===== src/common/mm_ram_pkg.sv =====
// Shared types and constants for the simulation memory block on the core's
// data port. Holds the OBI request/response structs, the decoder's selector
// struct and the pseudo-peripheral address map. Compile this file first.

`default_nettype none

package mm_ram_pkg;

  // meaningful widths
  typedef logic [31:0] addr_t;
  typedef logic [31:0] data_t;
  typedef logic [3:0]  be_t;

  typedef struct packed {
    logic  req;
    logic  we;
    be_t   be;
    addr_t addr;
    data_t wdata;
  } obi_req_t;

  typedef struct packed {
    logic  gnt;
    logic  rvalid;
    data_t rdata;
    logic  err;
  } obi_resp_t;

  // where a granted request goes
  typedef enum logic [1:0] {
    TGT_RAM,
    TGT_PERIPH,
    TGT_ERR
  } target_e;

  // peripheral register selector
  typedef enum logic [2:0] {
    REG_NONE,
    REG_PRINT,
    REG_STATUS,
    REG_EXIT,
    REG_TIMER_MASK,
    REG_TIMER_VAL,
    REG_TIMER_CNT
  } reg_e;

  // accepted request as seen by the peripherals and response stage
  typedef struct packed {
    logic    valid;
    target_e target;
    reg_e    regsel;
    logic    we;
    data_t   wdata;
  } mm_sel_t;

  // pseudo-peripheral address map
  localparam addr_t ADDR_PRINT      = 32'h1000_0000;
  localparam addr_t ADDR_STATUS     = 32'h2000_0000;
  localparam addr_t ADDR_EXIT       = 32'h2000_0004;
  localparam addr_t ADDR_TIMER_MASK = 32'h1500_0000;
  localparam addr_t ADDR_TIMER_VAL  = 32'h1500_0004;
  localparam addr_t ADDR_TIMER_CNT  = 32'h1500_1000;

  localparam data_t PASS_MAGIC   = 32'd123456789;
  localparam data_t FAIL_CODE    = 32'd1;
  localparam int    TIMER_IRQ_ID = 7;

endpackage

`default_nettype wire


===== src/periph/sim_timer.sv =====
// Countdown timer pseudo-peripheral. Software writes the interrupt mask and
// a start count; the count runs down once per cycle and raises the timer
// interrupt on the step from 1 to 0. An acknowledge with the timer's id
// clears it.

`default_nettype none

module sim_timer (
  input  wire logic            clk_i,
  input  wire logic            rst_ni,
  input  mm_ram_pkg::mm_sel_t  sel_i,
  input  wire logic [4:0]      irq_id_i,
  input  wire logic            irq_ack_i,
  output logic                 irq_timer_o,
  output mm_ram_pkg::data_t    count_o
);

  mm_ram_pkg::data_t mask_q;
  mm_ram_pkg::data_t cnt_q;
  logic              irq_q;
  logic              reg_wr;
  logic              mask_wr;
  logic              val_wr;
  logic              irq_clr;

  assign reg_wr  = sel_i.valid && sel_i.we && sel_i.target == mm_ram_pkg::TGT_PERIPH;
  assign mask_wr = reg_wr && sel_i.regsel == mm_ram_pkg::REG_TIMER_MASK;
  assign val_wr  = reg_wr && sel_i.regsel == mm_ram_pkg::REG_TIMER_VAL;
  assign irq_clr = irq_ack_i && irq_id_i == 5'(mm_ram_pkg::TIMER_IRQ_ID);

  // a register write wins over counting
  always_ff @(posedge clk_i or negedge rst_ni) begin
    if (!rst_ni) begin
      mask_q <= '0;
      cnt_q  <= '0;
      irq_q  <= 1'b0;
    end else begin
      if (mask_wr) begin
        mask_q <= sel_i.wdata;
      end else if (val_wr) begin
        cnt_q <= sel_i.wdata;
      end else if (cnt_q != '0) begin
        cnt_q <= cnt_q - 1'b1;
      end

      if (irq_clr) begin
        irq_q <= 1'b0;
      end else if (!mask_wr && !val_wr && cnt_q == 32'd1) begin
        irq_q <= irq_q | mask_q[mm_ram_pkg::TIMER_IRQ_ID];
      end
    end
  end

  assign irq_timer_o = irq_q;
  assign count_o     = cnt_q;

  masked_irq_a : assert property (
    @(posedge clk_i) disable iff (!rst_ni)
    $rose(irq_timer_o) |-> mask_q[mm_ram_pkg::TIMER_IRQ_ID]
  ) else $error("timer irq raised with mask bit clear");

endmodule

`default_nettype wire


===== config.mk =====
export PLATFORM = sky130hd
export DESIGN_NAME = sim_timer
export DESIGN_NICKNAME = d
export VERILOG_FILES = /design/src/common/mm_ram_pkg.sv /design/src/periph/sim_timer.sv
export SDC_FILE = /design/constraint.sdc
export NUM_CORES = 1
export LEC_CHECK = 0
export BUFFER_PORTS_ARGS = -buffer_cell sky130_fd_sc_hd__buf_2
export CAP_MARGIN = 20
export CORE_MARGIN = 5
export CORE_UTILIZATION = 50
export DETAILED_ROUTE_END_ITERATION = 12
export PLACE_DENSITY = 0.8
export RECOVER_POWER = 50
export SYNTH_ARGS = -nofsm -noshare
export SYNTH_HDL_FRONTEND = slang
export SYNTH_SLANG_ARGS = --single-unit

===== constraint.sdc =====
create_clock -name clk_i -period 3.6 [get_ports clk_i]
set_clock_uncertainty 0.15 [all_clocks]
set_input_delay 0.72 -clock clk_i [delete_from_list [all_inputs] [get_ports clk_i]]
set_output_delay 0.72 -clock clk_i [all_outputs]
set_load 0.01 [all_outputs]

==> impl_summary.log <==
[metrics] wire length the detailed router placed on met1: 3.04 mm
[metrics] Int Pwr: 833 µW
[metrics] prevailing post-synth register cell: dfrtp_1
[metrics] delay contributed by the slowest stage of the critical path: about 0.65 ns
[metrics] antenna viol nets, final: 0
[metrics] hold-critical path depth: 2
[metrics] WS Path Type: register to register
[metrics] sequential fraction of the synthesis area: a little under two fifths
[metrics] gp weighted congestion: between 0.9 and 1
[metrics] Hold Buf Count CTS: 0
[metrics] number of placed I/O pins: 80
[metrics] number of antenna repair diodes: 0
[metrics] average cell area after synthesis: 8.68 µm²
[metrics] Post-CTS Repair Setup Buffers: 0
[metrics] area added between synthesis and finish: 22.4%
[metrics] clock buffers created by TritonCTS: 5
[metrics] most common cell after layout, fill and taps aside: buf_2
[metrics] Pwr per Cell Area: around 500 nW/µm²
[metrics] combinational share of power: 32.4%
[metrics] Worst R2R Setup Slack: 0.82 ns
[metrics] CTS root buffer: clkbuf_8
[metrics] data required time at the worst endpoint: ~3.6 ns
[metrics] global-route wire length before repair: about 12 mm
[metrics] number of violations reported at the end of detailed-routing iteration 0: 195
[metrics] Final Critical Period: roughly 2.8 ns
[metrics] proportion of synthesized flip-flops having asynchronous set or reset: 100%
[metrics] post-cts repair resize count: 0
[metrics] CTS Sinks: 34
[metrics] type of element capturing the critical path: register
[metrics] share of total power in the clock network: 19.4%
[metrics] summed instance area of the synthesized netlist: about 2300 µm²
[metrics] list of cells traversed by the critical path: inv_1 > ha_1 > nor4b_2 > nand4_2 > buf_4 > or4_1 > nand2_4 > o21ai_0
[metrics] share of the synthesized area in the top cell type: roughly 37%
[metrics] number of global-route vias before repair: approximately 2500
[metrics] violations in the final reports: max-capacitance violations, max-slew violations
[metrics] net load switching power: 573 µW
[metrics] outcome: complete, but fails checks
[metrics] Remaining Overflow, GRT: 0
[metrics] clock tree from TritonCTS: built
[metrics] top routing layer used: met4
[metrics] routed length per instance: between 15 and 20 µm
[metrics] startpoint types: register
[metrics] antenna violations before repair: 0
[metrics] largest cells by area after synthesis: dfrtp_1, nor2_1, a21oi_1
[metrics] number of storage elements in the synthesis netlist: 34
[metrics] final hold violations: 0
[metrics] Total Neg Setup Slack: 0 ns
[metrics] # H-tree levels: 2
[metrics] Post-synth EDFFs: 0
[metrics] Clock Path Buffers: 2
[metrics] leading cell types in the layout, fill and taps excluded: buf_2, dfrtp_1, nor2_1, nand2_1, clkbuf_1
[metrics] clock insertion delay at the later pin of the skew report: between 0.2 and 0.3 ns
[metrics] least setup slack across all paths after layout: between 0.8 and 0.9 ns
[metrics] final routed wirelength across all metal layers: slightly above 7 mm
[metrics] Hold/Removal Path Class: register to register
[metrics] total number of yosys warnings: 0
[metrics] Worst EP arrival: ~2.8 ns
[metrics] vias: 2598
[metrics] Detail Placement HPWL: between 5 and 6 mm
[metrics] count of buffers from port buffering: between 70 and 80
[metrics] buffering stage count on the worst path with inverters included: 2
[metrics] pin count of the biggest net entering global routing: 43
[metrics] Post-route DRC: 0
[metrics] Worst R2R End: count_o[7]$_DFFE_PN0P_
[metrics] number of cells produced by synthesis: roughly 270
[metrics] Reg2Reg Depth: 8
[metrics] top achievable clock speed: about 360 MHz
[metrics] die width: approximately 80 µm
[metrics] crit path max fanout: 14
[metrics] unrepaired setup endpoints after global routing: no
[metrics] Die Y: 77.9 µm
[metrics] leakage power: around 0.0011 µW
[metrics] cell accounting for the most synthesized area: dfrtp_1
[metrics] highest-delay cell along the critical path: or4_1
[metrics] number of setup violations in the final report: 0
[metrics] sequential fraction of design power: approximately half
[metrics] full die area: around 6000 µm²
[metrics] via count normalized by instance count: around 6.5
[metrics] Switching Fraction: between 40% and 50%
[metrics] share of final-layout standard cells stronger than drive strength 1: a little over a quarter
[metrics] Max IR drop VDD: 0.317 mV
[metrics] net total in the final layout: 394
[metrics] min-delay src: mask_q[7]$_DFFE_PN0P_
[metrics] length of routed met2 wiring: 3.43 mm
[metrics] routed length on met3: 706 µm
[metrics] post-route clock period utilization: between 70 and 80%
[metrics] Clock transition at path regs: roughly 0.07 ns
[metrics] Starting Density: about 52%
[metrics] Net Count, Synth: between 300 and 400
[metrics] MaxCap Viol Count: 1
[metrics] FF-to-FF Start: count_o[0]$_DFFE_PN0P_
[metrics] count of cell types in the netlist: 62
[metrics] Min-Delay Endpoint: mask_q[7]$_DFFE_PN0P_
[metrics] worst slew pin tran: approximately 1.9 ns
[metrics] core area: about 4400 µm²
[metrics] Rel. slew slack: -26.8%
[metrics] minimum setup slack after placement: between 0.4 and 0.5 ns
[metrics] cell family contributing the most delay on the critical path: simple AND/OR/NAND/NOR gates
[metrics] GRT Total Usage: about 24%
[metrics] pins over their slew limit: 35
[metrics] number of rows created at floorplan: 24
[metrics] Initial DRT Pass Iterations: 4
-- cell usage after synthesis (6+ instances only) --
cell type and instances:
or3_1 7, o31ai_1 9, nor4_1 6, o21ai_0 14
nor3_1 10, nand2_1 21, a21oi_1 18, nor2_1 26
dfrtp_1 34, o21ai_1 7, a31oi_1 6, nand3_1 9
clkbuf_1 12
-- layer usage --
metal  vias up  track usage (%)
met5         -                0
met4         0             6.08
met3        12             5.79
met2       145             39.1
met1      1228             33.5
li1       1213                -
-- tightest hold or removal path, delay by kind of cell (launching register included) --
family / cells / cell delay [ns]
DFF: 1 / 0.37
and+or+nand+nor: 2 / 0.12
-- metrics by stage --
stage                     area, µm²  hold slack (ns)  util (%)  total power (µW)  std cells
after global placement         2760            0.342      62.6              1130        389
final                          2830            0.376      64.0              1410        397
after CTS                      2840            0.372      64.3              1420        396
after floorplan                2310            0.274         -               916        266
after detailed placement       2760            0.353      62.6              1150        389
after global routing           2830            0.380      64.0              1510        397
-- registers in the layout, indices dropped and copies added, names as in the netlist --
signal,flops
count_o,32
irq_timer_o,1
mask_q,1
-- logic make-up after synthesis --
| logic type | share of synthesized area, % |
|---|---|
| simple gates | 29.9 |
| fa+ha+maj | 1.08 |
| flops | 36.9 |
| mux | 0.867 |
| compound gates | 27.6 |
| buf+inv | 3.69 |
-- worst max path at each step --
stage               cells after the start                    start                       to  slack [ns]
finish                                  8   count_o[0]$_DFFE_PN0P_   count_o[7]$_DFFE_PN0P_        0.82
global route                            8   count_o[0]$_DFFE_PN0P_  count_o[27]$_DFFE_PN0P_        0.67
CTS                                     6  count_o[22]$_DFFE_PN0P_  count_o[30]$_DFFE_PN0P_        0.47
detailed placement                      7                sel_i[33]  count_o[30]$_DFFE_PN0P_        0.46
global placement                        7                sel_i[33]  count_o[31]$_DFFE_PN0P_        0.51
floorplan                               8                sel_i[37]  count_o[10]$_DFFE_PN0P_        1.17
-- final cells by class --
class | count | area (µm²)
fillers | 399 | 1590
multi-input cells | 212 | 1370
flip-flops and latches | 34 | 851
repair buffers | 89 | 449
clock buffers | 7 | 76.3
well taps | 52 | 65.1
inverters | 3 | 11.3
-- power by group through the flow --
| stage | logic (µW) | clock network (µW) | registers (µW) |
|---|---|---|---|
| detailed placement | 470 | 0 | 679 |
| global route | 514 | 297 | 701 |
| global placement | 458 | 0 | 673 |
| floorplan | 232 | 0 | 684 |
| finish | 456 | 272 | 678 |
| CTS | 471 | 280 | 673 |
No activity file was read; power rests on OpenSTA's default activity.
