<file path="src/common/mm_ram_pkg.sv">
// Shared types and constants for the simulation memory block on the core's
// data port. Holds the OBI request/response structs, the decoder's selector
// struct and the pseudo-peripheral address map. Compile this file first.

`default_nettype none

package mm_ram_pkg;

  // meaningful widths
  typedef logic [31:0] addr_t;
  typedef logic [31:0] data_t;
  typedef logic [3:0]  be_t;

  typedef struct packed {
    logic  req;
    logic  we;
    be_t   be;
    addr_t addr;
    data_t wdata;
  } obi_req_t;

  typedef struct packed {
    logic  gnt;
    logic  rvalid;
    data_t rdata;
    logic  err;
  } obi_resp_t;

  // where a granted request goes
  typedef enum logic [1:0] {
    TGT_RAM,
    TGT_PERIPH,
    TGT_ERR
  } target_e;

  // peripheral register selector
  typedef enum logic [2:0] {
    REG_NONE,
    REG_PRINT,
    REG_STATUS,
    REG_EXIT,
    REG_TIMER_MASK,
    REG_TIMER_VAL,
    REG_TIMER_CNT
  } reg_e;

  // accepted request as seen by the peripherals and response stage
  typedef struct packed {
    logic    valid;
    target_e target;
    reg_e    regsel;
    logic    we;
    data_t   wdata;
  } mm_sel_t;

  // pseudo-peripheral address map
  localparam addr_t ADDR_PRINT      = 32'h1000_0000;
  localparam addr_t ADDR_STATUS     = 32'h2000_0000;
  localparam addr_t ADDR_EXIT       = 32'h2000_0004;
  localparam addr_t ADDR_TIMER_MASK = 32'h1500_0000;
  localparam addr_t ADDR_TIMER_VAL  = 32'h1500_0004;
  localparam addr_t ADDR_TIMER_CNT  = 32'h1500_1000;

  localparam data_t PASS_MAGIC   = 32'd123456789;
  localparam data_t FAIL_CODE    = 32'd1;
  localparam int    TIMER_IRQ_ID = 7;

endpackage

`default_nettype wire

</file>
<file path="src/verilog/mm_resp_stage.sv">
// Response side of the data port. Passes the grant straight through and,
// one cycle later, returns rvalid with the read data of the target that
// took the request, or an error for an unmapped read.

`default_nettype none

module mm_resp_stage (
  input  wire logic              clk_i,
  input  wire logic              rst_ni,
  input  wire logic              gnt_i,
  input  mm_ram_pkg::mm_sel_t    sel_i,
  input  mm_ram_pkg::data_t      ram_rdata_i,
  input  mm_ram_pkg::data_t      timer_count_i,
  output mm_ram_pkg::obi_resp_t  resp_o
);

  logic                rvalid_q;
  mm_ram_pkg::target_e tgt_q;
  mm_ram_pkg::reg_e    reg_q;
  mm_ram_pkg::data_t   count_q;

  always_ff @(posedge clk_i or negedge rst_ni) begin
    if (!rst_ni) begin
      rvalid_q <= 1'b0;
      tgt_q    <= mm_ram_pkg::TGT_RAM;
      reg_q    <= mm_ram_pkg::REG_NONE;
    end else begin
      rvalid_q <= gnt_i;
      if (gnt_i) begin
        tgt_q <= sel_i.target;
        reg_q <= sel_i.regsel;
      end
    end
  end

  // count as it was when the read was granted
  always_ff @(posedge clk_i) begin
    if (gnt_i) count_q <= timer_count_i;
  end

  always_comb begin
    resp_o.gnt    = gnt_i;
    resp_o.rvalid = rvalid_q;
    resp_o.err    = rvalid_q && tgt_q == mm_ram_pkg::TGT_ERR;
    case (tgt_q)
      mm_ram_pkg::TGT_RAM:    resp_o.rdata = ram_rdata_i;
      mm_ram_pkg::TGT_PERIPH: resp_o.rdata = (reg_q == mm_ram_pkg::REG_TIMER_CNT) ? count_q : '0;
      default:                resp_o.rdata = '0;
    endcase
  end

  // the selector must mark the request that rvalid answers
  rvalid_after_gnt_a : assert property (
    @(posedge clk_i) disable iff (!rst_ni)
    resp_o.rvalid |-> $past(sel_i.valid)
  ) else $error("rvalid without a granted request");

endmodule

`default_nettype wire

</file>
<file path="config.mk">
export PLATFORM = sky130hd
export DESIGN_NAME = mm_resp_stage
export DESIGN_NICKNAME = d
export VERILOG_FILES = /design/src/common/mm_ram_pkg.sv /design/src/verilog/mm_resp_stage.sv
export SDC_FILE = /design/constraint.sdc
export NUM_CORES = 1
export LEC_CHECK = 0
export BUFFER_PORTS_ARGS = -buffer_cell sky130_fd_sc_hd__buf_4
export CAP_MARGIN = 20
export CORE_ASPECT_RATIO = 0.75
export CORE_MARGIN = 10
export CORE_UTILIZATION = 34
export DETAILED_ROUTE_END_ITERATION = 6
export PLACE_DENSITY = 0.76
export SLEW_MARGIN = 20
export SYNTH_ARGS = -nofsm -noshare
export SYNTH_HDL_FRONTEND = slang
export SYNTH_SLANG_ARGS = --single-unit
export TNS_END_PERCENT = 10
</file>
<file path="constraint.sdc">
create_clock -name clk_i -period 1.33 [get_ports clk_i]
set_clock_uncertainty 0.05 [all_clocks]
set_input_delay 0.266 -clock clk_i [delete_from_list [all_inputs] [get_ports clk_i]]
set_output_delay 0.266 -clock clk_i [all_outputs]
set_load 0.02 [all_outputs]
</file>
==> impl_metrics.tcl, run 1 <==
set metrics [dict create \
    run_status "finished, violations left" \
    violations "negative setup slack" \
    initialDrtViolationCount 47 \
    synth.net_count 198 \
    max_slew.worst_pin.slew_ps 301 \
    timing.slew.headroom 0.799 \
    path_depth 5 \
    routed_wl_mm 5.63 \
    critical_path.max_stage_delay_ps 430 \
    crit_path_top_delay_cell "dfrtp_2" \
    cell_by_cell_listing_of_the_critical_path "buf_6, nor2_4, buf_6, a32o_2, buf_6" \
    power_per_cell_area_nw_per_um2 1140 \
    io_buffer_count 106 \
    syn_inst 92 \
    buffer_cell_driving_the_clock_tree_root "clkbuf_8" \
    globalRoute.totalOverflow 0 \
    ys_warn_count 0 \
    flops_latches_synth 38 \
    mostFrequentLayoutCells "buf_4 (98), a32o_2 (32), edfxtp_1 (32), buf_6 (28), clkbuf_8 (6)" \
    period_share 1.34 \
    layout.filler_cells 359 \
    core_region_area_um2 4550 \
    detail_route.wirelength.met1_mm 2.22 \
    hold_path.startpoint "timer_count_i[18]" \
    route.vias.total 1379 \
    hold_viol_final 0 \
    drv_slew 0 \
    achievable-frequency_mhz 560 \
    routed.top_layer "met4" \
    cts_buffers 5 \
    regToRegEndpoint "tgt_q[1]" \
    wl_met3_um 652 \
    die_y_um 79.9 \
    finalWorstSetupSlack_ps -454 \
    post-route-drc-count 0 \
    final_setup_violation_count 33 \
    timing.critical_path.mode_cell "buf_6" \
    crit_fanout 9 \
    deepest_level_of_the_cts_h_tree 2 \
    synth_top_area_share 0.590 \
    routed_wire_length_per_instance_um 20.5 \
    postRouteAntennaNets 0 \
    die-width_um 99.9 \
    yosys.area.top_type "edfxtp_1" \
    hpwl_mm 4.05 \
    max_cap_violations 0 \
    clock_insertion_delay_worst_skew_ps 280 \
    synth.avg_cell_area_um2 17.7 \
    cp_data_required_time_ps 1010 \
    area.growth.synth_to_final_pct 75.6 \
    synthDistinctLibCells 12 \
    sequential_area_share_after_synthesis 0.682 \
    globalRouteTotalUtil 0.146 \
    largest_net_degree_at_the_start_of_global_routing 22 \
    clk_transition_reported_paths_ps 80 \
    tritoncts "yes" \
    path_buf_inv 3 \
    r2r_setup_slack_ps 200 \
    synthesis.area_um2 1630 \
    layout.nets 322 \
    numClockSinks 38 \
    final_common_cell "buf_4" \
    initial_utilization 0.358 \
    layout-drive-gt1-share 0.788 \
    fin_total_pwr_mw 3.25 \
    max-vdd-ir-drop_mv 0.847 \
    setup_repair_after_global_routing_missed_its_margin "true" \
    ioPinCount 141 \
    grt_pass1_wl_mm 8.95 \
    worst-endpoint-arrival_ps 1470 \
    hold_path_class "in2reg" \
    row_count 21 \
    drt_pre_antenna_iters 4 \
    cts_max_path_buffers 2 \
    timing.reg2reg.worst_path_depth 3 \
    die-area_um2 7990 \
    antennaDiodeCount 0 \
    min_to "count_q[18]" \
    number_of_antenna_violations_at_the_first_check_in_global_routing 0 \
    globalplace.congestion 0.751 \
    cp-start-kind "flop" \
    worstReg2RegStart "tgt_q[1]" \
    setup_total_negative_slack_ps -14260 \
    hold-worst-slack_ps 93.7 \
    path_class "reg2out" \
    critPathCaptureType "primary output" \
    worst_path_dominant_cell_family "flip-flops" \
    finalCriticalPeriod_ps 1780 \
    p_leak_nw 1.41 \
    worstHoldPathCells 1 \
    route.detailed.vias_per_inst 5.03 \
    grt_pass1_vias 1644 \
    route.met2.wl_mm 2.70 \
    yosys-top-cells-area "edfxtp_1 (59%), a32o_1 (20%), dfrtp_1 (9.2%), buf_6 (2.8%), mux2_1 (2.8%)" \
]
timing repair:
item	in CTS	in global routing
pin swaps	2	2
buffers inserted	3	7
hold buffers	1	0
setup endpoints to repair	33	33
gates resized for setup	32	3
cloned	3	0
hold endpoints to repair	6	0
logic make-up after synthesis:
kind of cell | Yosys count | share of synthesized area
and+or+nand+nor | 5 | 0.0269
buffers and inverters | 12 | 0.0599
muxes | 5 | 0.0346
AOI/OAI and AO/OA | 32 | 0.197
DFF | 38 | 0.682
per-layer routing:
metal	vias up	global-route usage
li1	650	-
met3	4	0.0891
met5	-	0
met2	61	0.232
met1	664	0.160
met4	0	0.0429
worst max-delay path by stage:
stage / from / end / slack, ps
after CTS: tgt_q[1] / resp_o[18] / -510
after global placement: tgt_q[1] / resp_o[9] / -370
after detailed placement: tgt_q[1] / resp_o[28] / -390
final: tgt_q[1] / resp_o[21] / -450
after global routing: reg_q[1] / resp_o[27] / -520
after floorplan: reg_q[1] / resp_o[27] / -50
sequential cells by signal, summed over array words and instances, names as in the netlist:
register,cells
reg_q,3
tgt_q,2
count_q,32
rvalid_q,1
cell usage after synthesis:
library cell / count
nor2b_4: 1
a32o_1: 32
buf_2: 3
nor2b_1: 1
dfrtp_1: 6
mux2_1: 4
buf_4: 5
edfxtp_1: 32
and3b_1: 2
nor2_2: 1
buf_6: 4
mux2_2: 1
layout make-up:
type | count | area, um^2 | area share
Clock buffer | 7 | 86.3 | 0.0302
Clock inverter | 1 | 30.0 | 0.0105
Multi-Input combinational cell | 43 | 479 | 0.168
Sequential cell | 38 | 1110 | 0.389
Tap cell | 57 | 71.3 | 0.0249
Timing Repair Buffer | 128 | 1080 | 0.378
stage by stage:
step                       util  setup slack, ps  instances  cell area (um^2)
after global placement    0.554             -370        252              2520
after global routing      0.629             -521        274              2860
final                     0.629             -454        274              2860
after floorplan               -            -50.9         92              1670
after CTS                 0.616             -509        267              2800
after detailed placement  0.554             -389        252              2520
worst register-to-register path: cells and delay by family, from the launching register on:
kind,cells,cell delay (ps)
flops,1,430
buf+inv,2,260
mux,1,280
report_power, final:
part | internal, mW | switching [mW]
Sequential | 1.40 | 0.0354
Combinational | 0.452 | 0.361
Clock | 0.612 | 0.395
Total | 2.46 | 0.791
(Power assumes the default switching activity.)
==> run 2, diff against run 1 <==
--- a/config.mk
+++ b/config.mk
@@ -11,9 +11,9 @@
 export CORE_MARGIN = 10
 export CORE_UTILIZATION = 34
 export DETAILED_ROUTE_END_ITERATION = 6
+export HOLD_SLACK_MARGIN = 0.12
 export PLACE_DENSITY = 0.76
 export SLEW_MARGIN = 20
 export SYNTH_ARGS = -nofsm -noshare
 export SYNTH_HDL_FRONTEND = slang
 export SYNTH_SLANG_ARGS = --single-unit
-export TNS_END_PERCENT = 10
==> impl_metrics.tcl, run 2 (synthesized netlist as in run 1, its figures left out) <==
set metrics [dict create \
    drt_pre_antenna_iters 4 \
    core_region_area_um2 4550 \
    top_flop_regs "count_q x32, reg_q x3, tgt_q x2" \
    placedCellCount 252 \
    buffer_cell_driving_the_clock_tree_root "clkbuf_8" \
    globalplace.congestion 0.751 \
    fin_total_pwr_mw 3.38 \
    worst_path_dominant_cell_family "buffers and inverters" \
    grt_pass1_wl_mm 10.5 \
    multiInputGateArea_um2 479 \
    max-vdd-ir-drop_mv 0.830 \
    row_count 21 \
    cts_max_path_buffers 2 \
    achievable-frequency_mhz 552 \
    violations "negative setup slack" \
    route.vias.total 1561 \
    seqCellArea_um2 1110 \
    die-area_um2 7990 \
    hold_viol_final 0 \
    routed_wl_mm 6.75 \
    route.detailed.vias_per_inst 5.13 \
    clk_transition_reported_paths_ps 70 \
    crit_fanout 9 \
    hpwl_mm 4.05 \
    layout.filler_cells 296 \
    final_common_cell "buf_4" \
    crit_path_top_delay_cell "dfrtp_2" \
    hold_path_class "in2reg" \
    path_buf_inv 3 \
    globalRoute.totalOverflow 0 \
    ioPinCount 141 \
    worst-endpoint-arrival_ps 1500 \
    setup_total_negative_slack_ps -14560 \
    power_per_cell_area_nw_per_um2 1040 \
    clock_insertion_delay_worst_skew_ps 280 \
    cell_by_cell_listing_of_the_critical_path "buf_6, nor2_4, buf_6, a32o_2, buf_6" \
    area.growth.synth_to_final_pct 98.8 \
    critical_path.max_stage_delay_ps 430 \
    cts_buffers 5 \
    layout-drive-gt1-share 0.684 \
    setup_repair_after_global_routing_missed_its_margin "true" \
    layout.nets 352 \
    antennaDiodeCount 0 \
    finalCriticalPeriod_ps 1810 \
    finalWorstSetupSlack_ps -481 \
    routed_wire_length_per_instance_um 22.2 \
    io_buffer_count 106 \
    instances_no_fill 304 \
    largest-register "count_q" \
    max_cap_violations 0 \
    die-width_um 99.9 \
    tritoncts "yes" \
    deepest_level_of_the_cts_h_tree 2 \
    postRouteAntennaNets 0 \
    die_y_um 79.9 \
    drv_slew 0 \
    mostFrequentLayoutCells "buf_4 (81), buf_6 (41), dlygate4sd3_1 (33), a32o_2 (32), edfxtp_1 (32)" \
    numClockSinks 38 \
    final_setup_violation_count 33 \
    grt_pass1_vias 1888 \
    largest_register_ffs 32 \
    initialDrtViolationCount 70 \
    cp_data_required_time_ps 1010 \
    critPathCaptureType "primary output" \
    timing.slew.headroom 0.804 \
    largest_net_degree_at_the_start_of_global_routing 22 \
    initial_utilization 0.358 \
    run_status "finished, violations left" \
    r2r_setup_slack_ps 190 \
    number_of_antenna_violations_at_the_first_check_in_global_routing 0 \
    max_slew.worst_pin.slew_ps 294 \
    globalRouteTotalUtil 0.171 \
    timing.critical_path.mode_cell "buf_6" \
    p_leak_nw 1.55 \
    cp-start-kind "flop" \
    path_class "reg2out" \
    period_share 1.36 \
    post-route-drc-count 0 \
]
-- run 2: cell count changes in the layout (fill, tap and decap cells not counted), sizes merged --
cell,delta
buf,-2
dlygate4sd3,+32
-- run 2: layer usage --
| metal | global-route usage | part of all wire | routed length [um] | vias up |
|---|---|---|---|---|
| li1 | - | - | - | 711 |
| met1 | 0.180 | 0.37 | 2500 | 765 |
| met2 | 0.299 | 0.52 | 3530 | 74 |
| met3 | 0.0804 | 0.092 | 623 | 11 |
| met4 | 0.0529 | 0.015 | 101 | 0 |
| met5 | 0 | 0 | 0 | - |
-- run 2: path summary, 6_finish.rpt --
check                           from          to  cells past startpoint
max in group asynchronous     rst_ni    tgt_q[1]                      2
max                         tgt_q[1]  resp_o[26]                      5
max reg2reg                 tgt_q[1]    tgt_q[1]                      3
min in group asynchronous     rst_ni    tgt_q[0]                      2
min                        sel_i[33]    reg_q[0]                      2
min reg2reg                 reg_q[0]    reg_q[0]                      1
-- run 2: area by class of cell --
cell class | count | area share
clock inverter | 1 | 0.00927
clock buffer | 7 | 0.0267
timing repair buffer | 158 | 0.451
tap | 57 | 0.0220
multi-input combinational | 43 | 0.148
sequential | 38 | 0.343
-- run 2: what timing repair did --
item                                    CTS  global route
setup buffers                             8             0
pin swaps                                 1             1
gates resized for setup                  47             1
endpoints found under the setup margin   33            33
cloned                                    3             0
endpoints found under the hold margin    38             0
hold buffers                             33             0
-- run 2: per-stage QoR --
| step | hold slack [ps] | area, um^2 | worst slack [ps] | util |
|---|---|---|---|---|
| after floorplan | -79.6 | 1670 | -50.9 | - |
| after global placement | 26.8 | 2520 | -370 | 0.554 |
| after detailed placement | 29.9 | 2520 | -389 | 0.554 |
| after CTS | 142 | 3240 | -464 | 0.712 |
| after global routing | 143 | 3240 | -540 | 0.713 |
| final | 150 | 3240 | -481 | 0.713 |
-- run 2: power by group --
group	switching [mW]	internal (mW)	total, mW
registers	0.0392	1.40	1.44
logic	0.401	0.541	0.943
clock network	0.393	0.611	1.00
total	0.834	2.55	3.38
