<file path="src/common/mm_ram_pkg.sv">
// Shared types and constants for the simulation memory block on the core's
// data port. Holds the OBI request/response structs, the decoder's selector
// struct and the pseudo-peripheral address map. Compile this file first.

`default_nettype none

package mm_ram_pkg;

  // meaningful widths
  typedef logic [31:0] addr_t;
  typedef logic [31:0] data_t;
  typedef logic [3:0]  be_t;

  typedef struct packed {
    logic  req;
    logic  we;
    be_t   be;
    addr_t addr;
    data_t wdata;
  } obi_req_t;

  typedef struct packed {
    logic  gnt;
    logic  rvalid;
    data_t rdata;
    logic  err;
  } obi_resp_t;

  // where a granted request goes
  typedef enum logic [1:0] {
    TGT_RAM,
    TGT_PERIPH,
    TGT_ERR
  } target_e;

  // peripheral register selector
  typedef enum logic [2:0] {
    REG_NONE,
    REG_PRINT,
    REG_STATUS,
    REG_EXIT,
    REG_TIMER_MASK,
    REG_TIMER_VAL,
    REG_TIMER_CNT
  } reg_e;

  // accepted request as seen by the peripherals and response stage
  typedef struct packed {
    logic    valid;
    target_e target;
    reg_e    regsel;
    logic    we;
    data_t   wdata;
  } mm_sel_t;

  // pseudo-peripheral address map
  localparam addr_t ADDR_PRINT      = 32'h1000_0000;
  localparam addr_t ADDR_STATUS     = 32'h2000_0000;
  localparam addr_t ADDR_EXIT       = 32'h2000_0004;
  localparam addr_t ADDR_TIMER_MASK = 32'h1500_0000;
  localparam addr_t ADDR_TIMER_VAL  = 32'h1500_0004;
  localparam addr_t ADDR_TIMER_CNT  = 32'h1500_1000;

  localparam data_t PASS_MAGIC   = 32'd123456789;
  localparam data_t FAIL_CODE    = 32'd1;
  localparam int    TIMER_IRQ_ID = 7;

endpackage

`default_nettype wire

</file>
<file path="src/verilog/mm_addr_decode.sv">
// Address decoder for the data port. Classifies each request as RAM,
// peripheral register or unmapped, grants it in the same cycle and drives
// the RAM strobes plus the selector shared by the peripherals.

`default_nettype none

module mm_addr_decode #(
  parameter int unsigned NUM_BYTES = 65536
) (
  input  wire logic                  clk_i,
  input  wire logic                  rst_ni,
  input  mm_ram_pkg::obi_req_t       req_i,
  output logic                       gnt_o,
  output mm_ram_pkg::mm_sel_t        sel_o,
  output logic                       ram_req_o,
  output logic                       ram_we_o,
  output mm_ram_pkg::be_t            ram_be_o,
  output mm_ram_pkg::addr_t          ram_addr_o,
  output mm_ram_pkg::data_t          ram_wdata_o
);

  mm_ram_pkg::reg_e    reg_sel;
  mm_ram_pkg::target_e target;
  logic                periph_hit;

  // register match on the exact address
  always_comb begin
    case (req_i.addr)
      mm_ram_pkg::ADDR_PRINT:      reg_sel = mm_ram_pkg::REG_PRINT;
      mm_ram_pkg::ADDR_STATUS:     reg_sel = mm_ram_pkg::REG_STATUS;
      mm_ram_pkg::ADDR_EXIT:       reg_sel = mm_ram_pkg::REG_EXIT;
      mm_ram_pkg::ADDR_TIMER_MASK: reg_sel = mm_ram_pkg::REG_TIMER_MASK;
      mm_ram_pkg::ADDR_TIMER_VAL:  reg_sel = mm_ram_pkg::REG_TIMER_VAL;
      mm_ram_pkg::ADDR_TIMER_CNT:  reg_sel = mm_ram_pkg::REG_TIMER_CNT;
      default:                     reg_sel = mm_ram_pkg::REG_NONE;
    endcase
  end

  // only the count is readable, everything else is write only
  assign periph_hit = req_i.we ?
      (reg_sel != mm_ram_pkg::REG_NONE && reg_sel != mm_ram_pkg::REG_TIMER_CNT) :
      (reg_sel == mm_ram_pkg::REG_TIMER_CNT);

  assign target = periph_hit ? mm_ram_pkg::TGT_PERIPH :
                  (req_i.addr < mm_ram_pkg::addr_t'(NUM_BYTES)) ? mm_ram_pkg::TGT_RAM :
                  mm_ram_pkg::TGT_ERR;

  // unmapped reads get an error response, unmapped writes stall
  assign gnt_o = req_i.req && (target != mm_ram_pkg::TGT_ERR || !req_i.we);

  assign sel_o.valid  = gnt_o;
  assign sel_o.target = target;
  assign sel_o.regsel = periph_hit ? reg_sel : mm_ram_pkg::REG_NONE;
  assign sel_o.we     = req_i.we;
  assign sel_o.wdata  = req_i.wdata;

  assign ram_req_o   = gnt_o && target == mm_ram_pkg::TGT_RAM;
  assign ram_we_o    = req_i.we;
  assign ram_be_o    = req_i.be;
  assign ram_addr_o  = req_i.addr;
  assign ram_wdata_o = req_i.wdata;

  // the master must never write outside the map
  unmapped_write_a : assert property (
    @(posedge clk_i) disable iff (!rst_ni)
    req_i.req && req_i.we |-> target != mm_ram_pkg::TGT_ERR
  ) else $error("unmapped write to %08x", req_i.addr);

endmodule

`default_nettype wire

</file>
<file path="config.mk">
export PLATFORM = sky130hd
export DESIGN_NAME = mm_addr_decode
export DESIGN_NICKNAME = d
export VERILOG_FILES = /design/src/common/mm_ram_pkg.sv /design/src/verilog/mm_addr_decode.sv
export SDC_FILE = /design/constraint.sdc
export NUM_CORES = 1
export LEC_CHECK = 0
export BUFFER_PORTS_ARGS = -buffer_cell sky130_fd_sc_hd__buf_2
export CELL_PAD_IN_SITES_DETAIL_PLACEMENT = 0
export CELL_PAD_IN_SITES_GLOBAL_PLACEMENT = 2
export CORE_ASPECT_RATIO = 0.7
export CORE_MARGIN = 2
export CORE_UTILIZATION = 12
export DETAILED_ROUTE_END_ITERATION = 6
export PLACE_DENSITY_LB_ADDON = 0.1
export REMOVE_ABC_BUFFERS = 1
export SYNTH_ARGS = -nofsm -noshare
export SYNTH_HDL_FRONTEND = slang
export SYNTH_SLANG_ARGS = --single-unit
</file>
<file path="constraint.sdc">
create_clock -name vclk -period 5.14
set_clock_uncertainty 0.15 [all_clocks]
set_input_delay 1.028 -clock vclk [all_inputs]
set_output_delay 1.028 -clock vclk [all_outputs]
set_load 0.01 [all_outputs]
</file>
==> flow_summary.ini, run 1 <==
[die]
die_h_um = 81.7
row_count = 28
ios = 182
start_util_pct = 12.3
die_area_sq_um = 9400
core_area_sq_um = 8410
die_x_um = 115

[worst_setup_path]
end_kind = primary output
arrival_ns = 2.46
cp_max_fo = 4
critPathRequiredTime_ns = 3.96
critPathLaunchType = input port
worst-setup-path-type = in -> out

[drt]
wl_per_cell_um = 29.3
first_iter_violations = 18
drc = 0
ant_nets = 0
via_per_inst = 3.42
vias = 745
totalWireLength_um = 6380
first_pass_iters = 4

[logic_synthesis]
ys_seq_area_share_pct = 0
ys_warn_count = 0
yosysTopAreaCell = buf_4
yosysTopAreaCellShare_pct = 75.4
synth.distinct_cells = 23
syn_inst = 141
syn_area_sq_um = 1040
synth_area_leaders = buf_4 75%, nor4_1 3.6%, nor4_2 2.4%
syn_area_per_cell_sq_um = 7.35

[cells_and_area]
design.seq.count = 0
layout_common_cells = 76 x buf_2, 6 x nor4_1, 5 x nor2_1
layout-drive-gt1-share_pct = 74.3
clockBufferCount = 0
post-route-util_pct = 9.12
area_delta_synth_final_pct = -26.0
seqCellArea_sq_um = 0
n_antenna_cell = 0
final_net_count = 187
layout.cells.most_common = buf_2

[timing]
rsz0062_at_grt = false
max-slew-margin-rel_pct = 73.5
period_needed_ns = 3.64
period_share_pct = 70.9
tightest_slew_ns = 0.394
report.final.setup_viol = 0
timing.hold.ws_ns = 1.91
setup_ws_ns = 1.50
fin_tns_setup_ns = 0
fmax_ghz = 0.275
report.final.slew_viol_count = 0
hold_violations = 0

[power]
total_leakage_power_nw = 0.361
power_density_nw_per_um2 = 66.2
ir_drop_uv = 8.01

[global_routing]
grt_use_total_pct = 12.7
grt_max_degree = 7
grt_pass1_vias = 770
top_usage_layer = met2
antenna_found_initial = 0
grt_util_met2_pct = 16.8
grt_util_met1_pct = 12.0
met3_usage_pct = 16.8
grt_pass1_wl_um = 7730
gr-total-overflow = 0

[cts]
post_cts_buffers = 0
ctsHoldBuffers = 0
cts_resized = 0

[worst_hold_path]
holdCritPathClass = in -> out
hold_end = ram_wdata_o[20]
holdPathStages = 0
hp-start = req_i[20]

[placed_design]
post-dp-hpwl_um = 6100
numPortBuffers = 76
place_congestion = 0.808
dp_slack_ns = 1.35

[run_status]
outcome = finished, final reports clean

[job]
maxCapViolCount = 0
==> final cells by class <==
type,count,area [sq um]
Fill cell,1017,7640
Multi-Input combinational cell,36,251
Inverter,1,3.75
Tap cell,105,131
Timing Repair Buffer,76,380
==> through the flow <==
stage | std cells | total power (W) | area [sq um]
2_1_floorplan | 37 | 0.00000765 | 255
3_3_place_gp | 218 | 0.0000522 | 767
3_5_place_dp | 218 | 0.0000514 | 767
4_1_cts | 218 | 0.0000516 | 767
5_1_grt | 218 | 0.0000557 | 767
6_report | 218 | 0.0000508 | 767
==> routing by layer <==
layer / vias to the layer above / wire [um]
met2: 112 / 2360
met3: 4 / 1800
met5: - / 73
li1: 305 / -
met4: 2 / 50
met1: 322 / 2090
==> where the power goes <==
part / switching (W) / internal [W]
Sequential: 0 / 0
Combinational: 0.0000277 / 0.0000231
Clock: 0 / 0
Total: 0.0000277 / 0.0000231
==> critical path, cell delays in order <==
cell,delay (ns)
buf_2,0.10
nor4_1,0.32
nand3_1,0.25
nor4_2,0.42
o31a_1,0.21
buf_2,0.13
==> cells by family after synthesis <==
family	after synthesis	share of synthesized area, %
AND/OR/NAND/NOR	28	19.0
AO/OA/AOI/OAI	8	5.31
buffers and inverters	105	75.7
==> cell usage after synthesis (all sizes together) <==
| master | number |
|---|---|
| nor3 | 1 |
| o31a | 1 |
| a211oi | 1 |
| nand2 | 1 |
| nor4b | 1 |
| or2 | 2 |
| o21ai | 1 |
| nor2b | 1 |
| and4b | 1 |
| a2bb2oi | 1 |
| nor2 | 5 |
| nand3 | 2 |
| buf | 104 |
| nor3b | 2 |
| nand2b | 1 |
| inv | 1 |
| nand4 | 1 |
| and2 | 2 |
| a21oi | 4 |
| nor4 | 8 |
==> how the worst max path moves through the flow <==
stage	start	end	cells past startpoint
after global placement	req_i[50]	sel_o[38]	6
after CTS	req_i[50]	gnt_o	6
after detailed placement	req_i[50]	gnt_o	6
after global routing	req_i[50]	gnt_o	6
final	req_i[50]	gnt_o	6
after floorplan	req_i[50]	gnt_o	4
(Power assumes the default switching activity.)
==> run 2: changes to the inputs <==
ABC_AREA = 1   (was not set)
clock period = 3.6 ns   (was 5.14 ns; I/O delays follow)
==> flow_summary.ini, run 2 <==
[timing]
report.final.slew_viol_count = 0
max-slew-margin-rel_pct = 85.8
tightest_slew_ns = 0.213
hold_violations = 0
rsz0062_at_grt = false
fmax_ghz = 0.345
period_share_pct = 80.6
period_needed_ns = 2.90
setup_ws_ns = 0.700
fin_tns_setup_ns = 0
timing.hold.ws_ns = 1.29
report.final.setup_viol = 0

[drt]
totalWireLength_um = 4980
met3_length_um = 1400
top_layer = met5
ant_nets = 0
via_per_inst = 3.29
first_pass_iters = 2
vias = 943
first_iter_violations = 19
drc = 0
wl_per_cell_um = 17.4
met1_length_um = 1860
met2_length_um = 1520

[logic_synthesis]
synth_area_leaders = buf_4 67%, nor2_1 8.0%, nand2_1 6.1%
synth_most_common_cell = buf_4
syn_inst = 187
yosysTopAreaCellShare_pct = 66.5
yosys-top-cells-count = 104 x buf_4, 25 x nor2_1, 19 x nand2_1, 14 x inv_1, 6 x nor2_2
synth.distinct_cells = 16
syn_area_sq_um = 1170
syn_area_per_cell_sq_um = 6.28
yosysTopAreaCell = buf_4
ys_seq_area_share_pct = 0
ys_warn_count = 0

[global_routing]
gr-total-overflow = 0
grt_pass1_wl_um = 6230
grt_pass1_vias = 861
grt_max_degree = 6
grt_use_total_pct = 8.56
antenna_found_initial = 0

[worst_setup_path]
path_cells = buf_2 -> nor2_1 -> nand2_1 -> inv_1 -> nand2_1 -> nor2_1 -> a21oi_1 -> nand2_1 -> nand2_2 -> a21oi_1 -> buf_2
crit_top_cell = nand2_1
critPathRequiredTime_ns = 2.73
end_kind = primary output
cpPeakStageDelay_ns = 0.18
cp_max_fo = 4
path_delay_family = simple AND/OR/NAND/NOR gates
crit_buf_inv = 3
worst-setup-path-type = in -> out
crit_path_top_delay_cell = nor2_1
cp_num_cells = 11
critPathLaunchType = input port
arrival_ns = 2.03

[worst_hold_path]
holdCritPathClass = in -> out
holdPathStages = 0

[die]
die_x_um = 122
ios = 182
row_count = 30
core_area_sq_um = 9610
die_area_sq_um = 10600
start_util_pct = 12.2
die_h_um = 86.7

[run_status]
outcome = finished, final reports clean

[cells_and_area]
n_antenna_cell = 0
multi_input_area_sq_um = 340
layout_common_cells = 76 x buf_2, 25 x nor2_1, 19 x nand2_1
fillCellCount = 1187
design.seq.count = 0
layout.cells.most_common = buf_2
final_net_count = 233
layout-drive-gt1-share_pct = 57.2
area_delta_synth_final_pct = -20.5
clockBufferCount = 0
seqCellArea_sq_um = 0
fin_area_sq_um = 933

[power]
total_leakage_power_nw = 0.523
ir_drop_uv = 14.9
power_density_nw_per_um2 = 76.4
p_total_w = 0.0000713
power.share.clock_pct = 0
p_int_w = 0.0000326
p_sw_w = 0.0000387
p_seq_share_pct = 0
p_comb_share_pct = 100.0
switching_share_pct = 54.2

[placed_design]
place_congestion = 0.688
post-dp-hpwl_um = 4550
placed_area_sq_um = 933
numPortBuffers = 76
dp_slack_ns = 0.629

[cts]
ctsHoldBuffers = 0
cts_resized = 0
post_cts_buffers = 0

[job]
maxCapViolCount = 0
## run 2: cell count changes in the layout (fill, tap and decap cells not counted), sizes merged, moves of 2 or more
| cell | previous run | this run |
|---|---|---|
| or2 | 2 | 0 |
| and2 | 2 | 0 |
| nand2 | 1 | 24 |
| inv | 1 | 14 |
| nor4 | 8 | 0 |
| nor3b | 2 | 0 |
| nor2 | 5 | 32 |
| nor3 | 1 | 3 |
## run 2: cells by family (layout without fill, tap and decap cells)
| group | count (synthesis) | in the layout | synth area share (%) |
|---|---|---|---|
| buffers and inverters | 118 | 90 | 71.0 |
| and+or+nand+nor | 63 | 63 | 26.0 |
| AOI/OAI and AO/OA | 6 | 6 | 2.99 |
## run 2: worst paths after layout
check | to | slack, ns | from
worst max-delay path | sel_o[35] | 0.70 | req_i[57]
worst min-delay path | sel_o[29] | 1.29 | req_i[29]
## run 2: area by class of cell
class / count / share of cell area (%)
inverters: 14 / 5.63
well taps: 128 / 17.2
repair buffers: 76 / 40.8
multi-input cells: 69 / 36.5
## run 2: per-layer routing
layer	track usage [%]	up-vias
met5	13.0	-
met4	0.209	6
met3	12.6	8
met2	7.47	134
met1	9.77	388
li1	-	407
## run 2: per-stage QoR
stage / std cells / utilization [%]
2_1_floorplan: 83 / -
3_3_place_gp: 287 / 9.71
3_5_place_dp: 287 / 9.71
4_1_cts: 287 / 9.71
5_1_grt: 287 / 9.71
6_report: 287 / 9.71
## run 2: power by group through the flow
stage | logic, W | registers (W) | clock network [W]
detailed placement | 0.0000726 | 0 | 0
CTS | 0.0000728 | 0 | 0
finish | 0.0000713 | 0 | 0
global route | 0.0000789 | 0 | 0
floorplan | 0.0000139 | 0 | 0
global placement | 0.0000736 | 0 | 0
==> run 3: changes to the inputs <==
CORE_UTILIZATION = 10   (was 12)
clock period = 2.54 ns   (was 3.6 ns; I/O delays follow)
==> flow_summary.ini, run 3 (synthesis gave the netlist of run 2 again) <==
[run_status]
outcome = finished, final reports clean

[die]
die_x_um = 133
ios = 182
die_h_um = 94.6
core_area_sq_um = 11600
die_area_sq_um = 12600
start_util_pct = 10.2
row_count = 33

[drt]
totalWireLength_um = 5300
via_per_inst = 2.98
wl_per_cell_um = 16.5
ant_nets = 0
first_iter_violations = 32
vias = 956
drc = 0
first_pass_iters = 4

[cells_and_area]
seqCellArea_sq_um = 0
layout_common_cells = 75 x buf_2, 14 x nand2_1, 13 x inv_1, 13 x nor2_1, 13 x nor2_2
n_antenna_cell = 0
post-route-util_pct = 9.58
final_net_count = 238
fillCellCount = 1405
layout-drive-gt1-share_pct = 70.7
clockBufferCount = 0
design.seq.count = 0
fin_area_sq_um = 1110
layout.cells.most_common = buf_2
area_delta_synth_final_pct = -5.65

[timing]
report.final.setup_viol = 0
fmax_ghz = 0.412
setup_ws_ns = 0.116
hold_violations = 0
max-slew-margin-rel_pct = 84.9
period_share_pct = 95.4
tightest_slew_ns = 0.226
period_needed_ns = 2.42
report.final.slew_viol_count = 0

[worst_setup_path]
crit_path_top_delay_cell = nor2_4
crit_buf_inv = 2
worst-setup-path-type = in -> out
cp_max_fo = 4
arrival_ns = 1.77
critPathLaunchType = input port
end_kind = primary output
critPathRequiredTime_ns = 1.88
path_cells = buf_2 -> nor2_4 -> nand2_2 -> nor2_4 -> nand2_1 -> nor2_2 -> a21oi_1 -> nand2_2 -> nand2_4 -> a21oi_1 -> buf_2
path_delay_family = simple AND/OR/NAND/NOR gates
cpPeakStageDelay_ns = 0.19

[power]
total_leakage_power_nw = 0.570
ir_drop_uv = 30.3
power_density_nw_per_um2 = 102

[cts]
ctsHoldBuffers = 0

[global_routing]
gr-total-overflow = 0
grt_pass1_vias = 869
grt_pass1_wl_um = 6870
grt_max_degree = 6
antenna_found_initial = 0
grt_use_total_pct = 7.58

[worst_hold_path]
holdCritPathClass = in -> out

[placed_design]
placed_area_sq_um = 985
post-dp-hpwl_um = 4580
numPortBuffers = 76
dp_slack_ns = -0.000543
place_congestion = 0.585

[job]
maxCapViolCount = 0
run 3: worst paths after layout:
check	start	endpoint	slack (ns)	cells after the start
worst max-delay path	req_i[51]	sel_o[34]	0.12	11
worst min-delay path	req_i[64]	ram_be_o[0]	0.87	0
run 3: routing by layer:
metal	vias to the layer above	share of wire, %	global-route usage (%)
met3	4	22	8.43
met5	-	0.66	2.78
met4	2	0.28	0.0887
li1	415	-	-
met2	126	27	6.19
met1	409	49	11.2
run 3: what timing repair did:
action	in CTS	in global routing
endpoints found under the setup margin	3	6
buffers inserted	0	3
hold endpoints to repair	0	0
pin swaps	0	11
gates resized for setup	1	28
run 3: per-stage QoR:
step | TNS (ns) | hold WS (ns) | total power [W] | cells
final | 0 | 0.866 | 0.000113 | 321
after CTS | 0 | 0.866 | 0.000105 | 318
after detailed placement | -0.000543 | 0.866 | 0.000105 | 318
after floorplan | 0 | 0.866 | 0.0000196 | 83
after global placement | -0.00387 | 0.866 | 0.000109 | 318
after global routing | -0.00375 | 0.866 | 0.000126 | 321
run 3: where the power goes:
| part | switching, W | internal, W |
|---|---|---|
| sequential | 0 | 0 |
| clock | 0 | 0 |
| combinational | 0.0000627 | 0.0000507 |
run 3: cell type report:
class	count	area, sq um	area share, %
timing repair buffer	81	424	38.3
inverter	14	52.6	4.75
multi-input combinational	69	434	39.2
tap	157	196	17.7
